**src/io_pred_cfg.svh**
```systemverilog
// I/O predication configuration
// Address width, port counts and port base addresses shared by the design
// and the testbench

`ifndef IO_PRED_CFG_SVH
`define IO_PRED_CFG_SVH

// Width of one operand address from the instruction
`define IO_ADDR_WIDTH           10

// Number of memory-mapped ports on each side
`define IO_READ_PORT_COUNT      8
`define IO_WRITE_PORT_COUNT     8

// Index width inside one port range, log2 of the port count
`define IO_PORT_INDEX_WIDTH     3

// First port address of each range
// Both bases are aligned to the port count, so the low address bits are
// the port number and the upper bits alone identify the range
`define IO_READ_PORT_BASE       10'h3F8
`define IO_WRITE_PORT_BASE      10'h3F8

`endif

```
**src/io_pred_pkg.sv**
```systemverilog
// I/O predication types
// Address, flag vector and port index types built from the configuration

package io_pred_pkg;

`include "io_pred_cfg.svh"

    // ----------------------------------------
    // Operand addresses
    // ----------------------------------------

    // One operand address, read A, read B or write D
    typedef logic [`IO_ADDR_WIDTH-1:0] io_addr_t;

    // ----------------------------------------
    // Port flags
    // ----------------------------------------

    // One empty/full flag per port
    // Read and write ranges have the same number of ports, so one type
    // serves both sides
    typedef logic [`IO_READ_PORT_COUNT-1:0] io_flags_t;

    // Port number within one range, taken from the low address bits
    typedef logic [`IO_PORT_INDEX_WIDTH-1:0] io_port_index_t;

endpackage

```
**src/io_port_check.sv**
```systemverilog
// I/O port check
// Decodes whether an operand address falls in a port range and, two stages
// later, whether the addressed port is not ready

module io_port_check
    import io_pred_pkg::*;
#(
    // Flag value that means the port can be accessed
    // Read ports are ready when full (1), write ports when not full (0)
    parameter logic     ready_state = 1'b1,
    // First address of the port range
    parameter io_addr_t port_base   = '0
)(
    input  logic      clock,
    input  logic      reset,
    input  io_addr_t  addr,
    input  io_flags_t flags,
    output logic      addr_is_io_stage_2,
    output logic      port_busy
);

    localparam int addr_width  = $bits(io_addr_t);
    localparam int index_width = $bits(io_port_index_t);

    // ----------------------------------------
    // Address decode
    // ----------------------------------------

    logic           addr_hit;
    io_port_index_t port_index;

    // The base is aligned to the port count, so only the upper bits
    // have to match the base for the address to hit the range
    assign addr_hit = (addr[addr_width-1:index_width] == port_base[addr_width-1:index_width]);

    // The low bits then pick one port inside the range
    assign port_index = addr[index_width-1:0];

    // ----------------------------------------
    // Stage 1
    // ----------------------------------------

    logic addr_is_io_stage_1;
    logic port_flag_stage_1;

    // Capture the hit and the flag of the addressed port on the same edge
    // as the address, so the flag belongs to this instruction
    always_ff @(posedge clock) begin
        if (reset) begin
            addr_is_io_stage_1 <= 1'b0;
            port_flag_stage_1  <= 1'b0;
        end else begin
            addr_is_io_stage_1 <= addr_hit;
            port_flag_stage_1  <= flags[port_index];
        end
    end

    // ----------------------------------------
    // Stage 2
    // ----------------------------------------

    // A port is busy only if it was actually addressed and its flag is
    // not in the ready state
    // Non-I/O addresses never report busy, whatever the flag says
    always_ff @(posedge clock) begin
        if (reset) begin
            port_busy          <= 1'b0;
            addr_is_io_stage_2 <= 1'b0;
        end else begin
            port_busy          <= addr_is_io_stage_1 && (port_flag_stage_1 != ready_state);
            addr_is_io_stage_2 <= addr_is_io_stage_1;
        end
    end

endmodule

```
**src/io_read_predication.sv**
```systemverilog
// I/O read predication
// Checks both read operands against the read ports and annuls their read
// enables when the instruction is not ready

`include "io_pred_cfg.svh"

module io_read_predication
    import io_pred_pkg::*;
(
    input  logic      clock,
    input  logic      reset,
    input  io_addr_t  read_addr_a,
    input  io_addr_t  read_addr_b,
    input  io_flags_t read_flags,
    input  logic      io_ready,
    output logic      read_busy,
    output logic      read_enable_a,
    output logic      read_enable_b
);

    // ----------------------------------------
    // Port checks for A and B
    // ----------------------------------------

    logic addr_is_io_a;
    logic addr_is_io_b;
    logic port_busy_a;
    logic port_busy_b;

    // Read ports are ready when full
    io_port_check #(
        .ready_state (1'b1),
        .port_base   (`IO_READ_PORT_BASE)
    ) check_a (
        .clock              (clock),
        .reset              (reset),
        .addr               (read_addr_a),
        .flags              (read_flags),
        .addr_is_io_stage_2 (addr_is_io_a),
        .port_busy          (port_busy_a)
    );

    io_port_check #(
        .ready_state (1'b1),
        .port_base   (`IO_READ_PORT_BASE)
    ) check_b (
        .clock              (clock),
        .reset              (reset),
        .addr               (read_addr_b),
        .flags              (read_flags),
        .addr_is_io_stage_2 (addr_is_io_b),
        .port_busy          (port_busy_b)
    );

    // Either operand waiting on an empty port stalls the whole instruction
    // If A and B hit the same port both checks agree, which is harmless
    assign read_busy = port_busy_a | port_busy_b;

    // ----------------------------------------
    // Annulment
    // ----------------------------------------

    logic addr_is_io_a_stage_3;
    logic addr_is_io_b_stage_3;

    // io_ready for this instruction only exists one stage after the checks,
    // so the hit bits wait here for it
    always_ff @(posedge clock) begin
        if (reset) begin
            addr_is_io_a_stage_3 <= 1'b0;
            addr_is_io_b_stage_3 <= 1'b0;
        end else begin
            addr_is_io_a_stage_3 <= addr_is_io_a;
            addr_is_io_b_stage_3 <= addr_is_io_b;
        end
    end

    // A read enable only survives if every accessed port is ready
    // An annulled read leaves the port FIFO untouched
    assign read_enable_a = addr_is_io_a_stage_3 & io_ready;
    assign read_enable_b = addr_is_io_b_stage_3 & io_ready;

endmodule

```
**src/io_write_predication.sv**
```systemverilog
// I/O write predication
// Checks the write operand against the write ports and annuls the write
// enable when the instruction is not ready

`include "io_pred_cfg.svh"

module io_write_predication
    import io_pred_pkg::*;
(
    input  logic      clock,
    input  logic      reset,
    input  io_addr_t  write_addr,
    input  io_flags_t write_flags,
    input  logic      io_ready,
    output logic      write_busy,
    output logic      write_enable
);

    // ----------------------------------------
    // Port check for D
    // ----------------------------------------

    logic addr_is_io_d;

    // A write port flag of 1 means full, so ready is 0 here
    io_port_check #(
        .ready_state (1'b0),
        .port_base   (`IO_WRITE_PORT_BASE)
    ) check_d (
        .clock              (clock),
        .reset              (reset),
        .addr               (write_addr),
        .flags              (write_flags),
        .addr_is_io_stage_2 (addr_is_io_d),
        .port_busy          (write_busy)
    );

    // ----------------------------------------
    // Annulment
    // ----------------------------------------

    logic addr_is_io_d_stage_3;

    // Hold the hit one stage past the check to line it up with io_ready
    always_ff @(posedge clock) begin
        if (reset) begin
            addr_is_io_d_stage_3 <= 1'b0;
        end else begin
            addr_is_io_d_stage_3 <= addr_is_io_d;
        end
    end

    // No write reaches a port for an annulled instruction, so no data is
    // pushed into a FIFO that the re-issued instruction will write again
    assign write_enable = addr_is_io_d_stage_3 & io_ready;

endmodule

```
**src/io_ready_combiner.sv**
```systemverilog
// I/O ready combiner
// Delays valid alongside the port checks and merges the read and write
// busy results into one registered io_ready level

module io_ready_combiner (
    input  logic clock,
    input  logic reset,
    input  logic valid,
    input  logic read_busy,
    input  logic write_busy,
    output logic io_ready
);

    // ----------------------------------------
    // Valid delay line
    // ----------------------------------------

    logic valid_stage_1;
    logic valid_stage_2;

    // Two stages, matching the two stages inside each port check, so
    // valid_stage_2 and the busy inputs describe the same instruction
    always_ff @(posedge clock) begin
        if (reset) begin
            valid_stage_1 <= 1'b0;
            valid_stage_2 <= 1'b0;
        end else begin
            valid_stage_1 <= valid;
            valid_stage_2 <= valid_stage_1;
        end
    end

    // ----------------------------------------
    // Ready merge
    // ----------------------------------------

    // The instruction may proceed only if it is real and no accessed port
    // on either side is busy
    // A bubble gives io_ready low, which also keeps every enable low
    always_ff @(posedge clock) begin
        if (reset) begin
            io_ready <= 1'b0;
        end else begin
            io_ready <= valid_stage_2 & ~read_busy & ~write_busy;
        end
    end

endmodule

```
**src/io_predication_top.sv**
```systemverilog
// I/O predication subsystem
// Decides per instruction whether all accessed I/O ports are ready and
// annuls the port enables of instructions that are not

module io_predication_top
    import io_pred_pkg::*;
(
    input  logic      clock,
    input  logic      reset,

    // Instruction operands, all sampled on the same edge
    input  logic      valid,
    input  io_addr_t  read_addr_a,
    input  io_addr_t  read_addr_b,
    input  io_addr_t  write_addr,

    // Read flag 1 means full and ready, write flag 1 means full and not ready
    input  io_flags_t read_flags,
    input  io_flags_t write_flags,

    // Results for the instruction three edges later
    output logic      io_ready,
    output logic      read_enable_a,
    output logic      read_enable_b,
    output logic      write_enable
);

    // ----------------------------------------
    // Busy results at stage 2
    // ----------------------------------------

    logic read_busy;
    logic write_busy;

    // ----------------------------------------
    // Read side
    // ----------------------------------------

    io_read_predication read_predication (
        .clock         (clock),
        .reset         (reset),
        .read_addr_a   (read_addr_a),
        .read_addr_b   (read_addr_b),
        .read_flags    (read_flags),
        .io_ready      (io_ready),
        .read_busy     (read_busy),
        .read_enable_a (read_enable_a),
        .read_enable_b (read_enable_b)
    );

    // ----------------------------------------
    // Write side
    // ----------------------------------------

    io_write_predication write_predication (
        .clock        (clock),
        .reset        (reset),
        .write_addr   (write_addr),
        .write_flags  (write_flags),
        .io_ready     (io_ready),
        .write_busy   (write_busy),
        .write_enable (write_enable)
    );

    // ----------------------------------------
    // Ready decision
    // ----------------------------------------

    // io_ready feeds straight back into both predication blocks in the
    // same cycle to gate their enables
    io_ready_combiner ready_combiner (
        .clock      (clock),
        .reset      (reset),
        .valid      (valid),
        .read_busy  (read_busy),
        .write_busy (write_busy),
        .io_ready   (io_ready)
    );

endmodule

```
**config.mk**
```make
export PLATFORM = sky130hd
export DESIGN_NAME = io_predication_top
export DESIGN_NICKNAME = d
export VERILOG_FILES = /design/src/io_pred_pkg.sv /design/src/io_port_check.sv /design/src/io_read_predication.sv /design/src/io_write_predication.sv /design/src/io_ready_combiner.sv /design/src/io_predication_top.sv
export VERILOG_INCLUDE_DIRS = /design/src
export SDC_FILE = /design/constraint.sdc
export NUM_CORES = 1
export LEC_CHECK = 0
export BUFFER_PORTS_ARGS = -buffer_cell sky130_fd_sc_hd__buf_2
export CAP_MARGIN = 0
export CORE_AREA = 10 10 57 59
export CTS_CLUSTER_SIZE = 24
export DETAILED_ROUTE_END_ITERATION = 6
export DIE_AREA = 0 0 67 69
export HOLD_SLACK_MARGIN = 0.05
export PLACE_DENSITY_LB_ADDON = 0.15
export SYNTH_ARGS = -nofsm -noshare
export SYNTH_HDL_FRONTEND = slang
export SYNTH_SLANG_ARGS = --single-unit
```
**constraint.sdc**
```tcl
create_clock -name clock -period 1.05 [get_ports clock]
set_input_delay 0.2625 -clock clock [delete_from_list [all_inputs] [get_ports clock]]
set_output_delay 0.2625 -clock clock [all_outputs]
set_load 0.1 [all_outputs]
```
# Word level (Yosys, flattened, before mapping)
# Cells that the tools add are included.
[word_totals]
register_bits = 18
out_inout_bits = 4
elab_cells = 43
[classes]
order_cmp = 3
eq_ne = 3
muxes = 6
n_bitwise = 10
n_reduce_logical = 3
[ops]
columns = ["cell", "n"]
rows = [
  ["7-bit equality test (second input constant)", 3],
  ["3-bit by 4-bit less-than comparator with 1-bit output (second input constant)", 3],
  ["1-bit binary-select mux with 3-bit select", 3],
  ["1-bit AND", 5],
  ["1-bit NOT", 4],
  ["1-bit logical AND", 3],
  ["1-bit two-way mux", 3],
  ["1-bit bitwise OR", 1],
]

# Logic depth before layout (Yosys ltp)
[depth]
ltp_word = 4
ltp_mapped = 3
depth_no_buf = 3

# Cells and area by module
# A second synthesis with hierarchy kept.
[unflattened]
hier_cells = 67
area_unflattened_um2 = 759.5
[by_module_without_submodules]
columns = ["mod", "n_inst", "cells_each", "area_each_um2", "seq_area_each_um2"]
rows = [
  ["io_port_check", 3, 17, 185.2, 80.1],
  ["io_ready_combiner", 1, 6, 92.6, 60.1],
  ["io_read_predication", 1, 7, 71.3, 40.0],
  ["io_write_predication", 1, 3, 40.0, 20.0],
]

# Least setup slack after synthesis
# OpenSTA, ideal clock, no wires.
[synth_path]
path_type = "register to output"
start = "register ready_combiner.io_ready"
end = "output port read_enable_a"
t_arrival_ns = 1.817
required_ns = 0.787
path_slack_ns = -1.030
path_stages_with_launch = 2
n_path_buf = 0
path_cell_list = "dfxtp_1 -> and2_1"
[synth_between]
elab_chain_cells = 1
[synth_rtl]
columns = ["element", "line", "source"]
rows = [
  ["from (decl)", "io_ready_combiner.sv:11", "output logic io_ready"],
  ["from (signal assigned)", "io_ready_combiner.sv:44", "io_ready <= valid_stage_2 & ~read_busy & ~write_busy;"],
  ["1-bit AND", "io_read_predication.sv:80", "assign read_enable_a = addr_is_io_a_stage_3 & io_ready;"],
  ["to (decl)", "io_predication_top.sv:23", "output logic read_enable_a,"],
]
# No other way between the ends.

# Final worst setup path
# Same ends and word-level chain as after synthesis.

==> load_flow_metrics.sql <==
INSERT INTO impl_metrics (metric_group, metric, value, unit) VALUES
('setup_path', 'highest_delay_cell_along_the_critical_path', 'sky130_fd_sc_hd__dfxtp_4', ''),
('pwr', 'p_leak', '0.576', 'nW'),
('routing', '1st_pass_router_iterations', '2', ''),
('pwr', 'power_density', '1120', 'mW/mm^2'),
('global_routing', 'first_global_vias', '806', ''),
('setup_path', 'critical_path_peak_fanout', '4', ''),
('die', 'die-height', '69', 'um'),
('synthesis', 'post_synthesis_register_bit_count', '18', ''),
('routing', 'initialDrtViolationCount', '10', ''),
('setup_path', 'timing.critical_path.slowest_cell_delay', '0.37', 'ns'),
('hold_path', 'min-delay-path-class', 'input pin to flip-flop', ''),
('synthesis', 'synth.net_count', '117', ''),
('synthesis', 'post_synth_main_area_contributors', 'sky130_fd_sc_hd__dfxtp_1, sky130_fd_sc_hd__nor2b_1, sky130_fd_sc_hd__mux2i_1', ''),
('setup_path', 'worstPathArrival', '0.96', 'ns'),
('global_routing', 'antenna_found_initial', '0', ''),
('layout', 'area_delta_synth_final', '59.2', '%'),
('die', 'die_w', '67', 'um'),
('die', 'fp.dieArea', '0.00462', 'mm^2'),
('clock_network', 'clock_sinks', '18', ''),
('setup_path', 'criticalPathCategory', 'flip-flop to output port', ''),
('routing', 'top_routing_layer_used', 'met4', ''),
('clock_network', 'numCtsBuffers', '3', ''),
('run_status', 'violations', 'negative setup slack', ''),
('timing', 'final-hold-violation-count', '0', ''),
('timing', 'timing.setup.tns', '-0.663', 'ns'),
('pwr', 'ir_drop', '0.494', 'mV'),
('global_routing', 'maximum_number_of_pins_on_one_net_before_global_route_repair', '11', ''),
('setup_path', 'crit_path_end_kind', 'output port', ''),
('timing', 'rsz0062_at_grt', 'yes', ''),
('clock_network', 'clk_pin_slew', '0.10', 'ns'),
('placement', 'globalplace.congestion', '0.667', ''),
('timing', 'clock.fmax', '0.818', 'GHz'),
('layout', 'fin_util', '54.7', '%'),
('clock_network', 'cts_tree', 'built', ''),
('die', 'io_pins', '53', ''),
('clock_network', 'cts_hold_buf', '0', ''),
('layout', 'layout.cells.most_common', 'sky130_fd_sc_hd__buf_2', ''),
('timing', 'worst_skew', '0.00319', 'ns'),
('routing', 'met2_length', '1.01', 'mm'),
('layout', 'layout.cells.most_common_list', 'sky130_fd_sc_hd__buf_2, sky130_fd_sc_hd__dfxtp_1, sky130_fd_sc_hd__nor2b_1, sky130_fd_sc_hd__nor2_1, sky130_fd_sc_hd__mux2i_1', ''),
('synthesis', 'synth_area', '738', 'um^2'),
('placement', 'port-buffer-count', '52', ''),
('synthesis', 'netlist.area_leader.share', '48.8', '%'),
('clock_network', 'insertion_delay', '0.28', 'ns'),
('die', 'initial_core_util', '34.4', '%'),
('clock_network', 'cts.htree.levels', '1', ''),
('setup_path', 'crit_path_start_kind', 'flip-flop', ''),
('synthesis', 'post_synth.cell_area_avg', '10.9', 'um^2'),
('timing', 'final-max-slew-violation-count', '0', ''),
('routing', 'routedWlPerCell', '12.4', 'um'),
('die', 'core_area', '0.00215', 'mm^2'),
('timing', 'fin_ws', '-0.173', 'ns'),
('setup_path', 'worstPathRequired', '0.79', 'ns'),
('synthesis', 'synth.lib_cells_used.distinct', '15', ''),
('routing', 'route.detailed.drc', '0', ''),
('synthesis', 'synth_warnings', '0', ''),
('pwr', 'fin_total_pwr', '1.31', 'mW'),
('timing', 'setup_viol', '4', ''),
('routing', 'total_number_of_vias', '707', ''),
('global_routing', 'grt_first_pass_wirelength', '3.11', 'mm'),
('setup_path', 'timing.critical_path.cells', 'and2_4 -> buf_12', ''),
('global_routing', 'grt.overflow.total', '0', ''),
('setup_path', 'cpLargestDelayFamily', 'flip-flops', ''),
('layout', 'design.final.nets', '178', ''),
('layout', 'drive_above_1_share', '51.6', '%'),
('global_routing', 'groute.usage.overall', '8.38', '%'),
('routing', 'antenna_violating_nets_post_route', '0', ''),
('run_status', 'outcome', 'finished with violations', ''),
('placement', 'place_hpwl', '1.78', 'mm'),
('routing', 'wire_length_after_detailed_routing', '1.94', 'mm'),
('synthesis', 'synth.yosys.seq_area_share', '48.8', '%');
## report_power, final
part | switching, mW | total, mW | internal [mW]
clock | 0.197 | 0.408 | 0.211
sequential | 0.00410 | 0.700 | 0.696
combinational | 0.0800 | 0.204 | 0.124
total | 0.281 | 1.31 | 1.03
## cell type report
type	instances	area [um^2]	area share, %
inverter	3	11.3	0.958
timing repair buffer	57	358	30.5
tap	28	35.0	2.98
sequential	18	364	31.0
multi-input combinational	46	370	31.5
clock buffer	4	36.3	3.09
## final timing paths
check | end | slack (ns) | cells past startpoint | start
min | ready_combiner.valid_stage_1 | 0.19 | 2 | valid
min reg2reg | ready_combiner.io_ready | 0.38 | 1 | read_predication.check_b.port_busy
max reg2reg | write_predication.check_d.port_busy | 0.37 | 2 | write_predication.check_d.addr_is_io_stage_1
max | read_enable_a | -0.17 | 2 | ready_combiner.io_ready
## per-layer routing
metal / up-vias / track usage (%)
met1: 307 / 7.54
met3: 2 / 4.03
met2: 34 / 14.2
met5: - / 0
li1: 364 / -
met4: 0 / 5.43
## timing repair
item | CTS | global route
endpoints found under the setup margin | 4 | 4
pin swaps | 3 | 0
cloned | 0 | 0
gates resized for setup | 0 | 0
setup buffers | 1 | 0
## cells in the mapped netlist
cell	n
sky130_fd_sc_hd__mux2i_1	6
sky130_fd_sc_hd__nor2_1	9
sky130_fd_sc_hd__mux4_2	1
sky130_fd_sc_hd__nor4_1	1
sky130_fd_sc_hd__and2_1	4
sky130_fd_sc_hd__nand4_1	3
sky130_fd_sc_hd__nand4b_1	3
sky130_fd_sc_hd__clkbuf_1	1
sky130_fd_sc_hd__nand2b_1	1
sky130_fd_sc_hd__nor2b_1	10
sky130_fd_sc_hd__dfxtp_1	18
sky130_fd_sc_hd__inv_1	3
sky130_fd_sc_hd__a311oi_1	3
sky130_fd_sc_hd__mux4_1	2
sky130_fd_sc_hd__a21o_1	3
## cells by family (layout without fill, tap and decap cells)
group           after synthesis  count (layout)  share of synthesized area, %
simple gates                 31              31                          24.2
mux                           9               9                          18.3
flops                        18              18                          48.8
compound gates                6               6                          6.61
buf+inv                       4              64                          2.03
## metrics by stage
| stage | cell area [um^2] | cells | hold slack [ns] |
|---|---|---|---|
| 2_1_floorplan | 749 | 68 | 0.342 |
| 6_report | 1170 | 156 | 0.187 |
| 4_1_cts | 1170 | 156 | 0.178 |
| 3_3_place_gp | 1130 | 151 | 0.372 |
| 3_5_place_dp | 1130 | 151 | 0.375 |
| 5_1_grt | 1170 | 156 | 0.178 |
No activity file was read; power rests on OpenSTA's default activity.
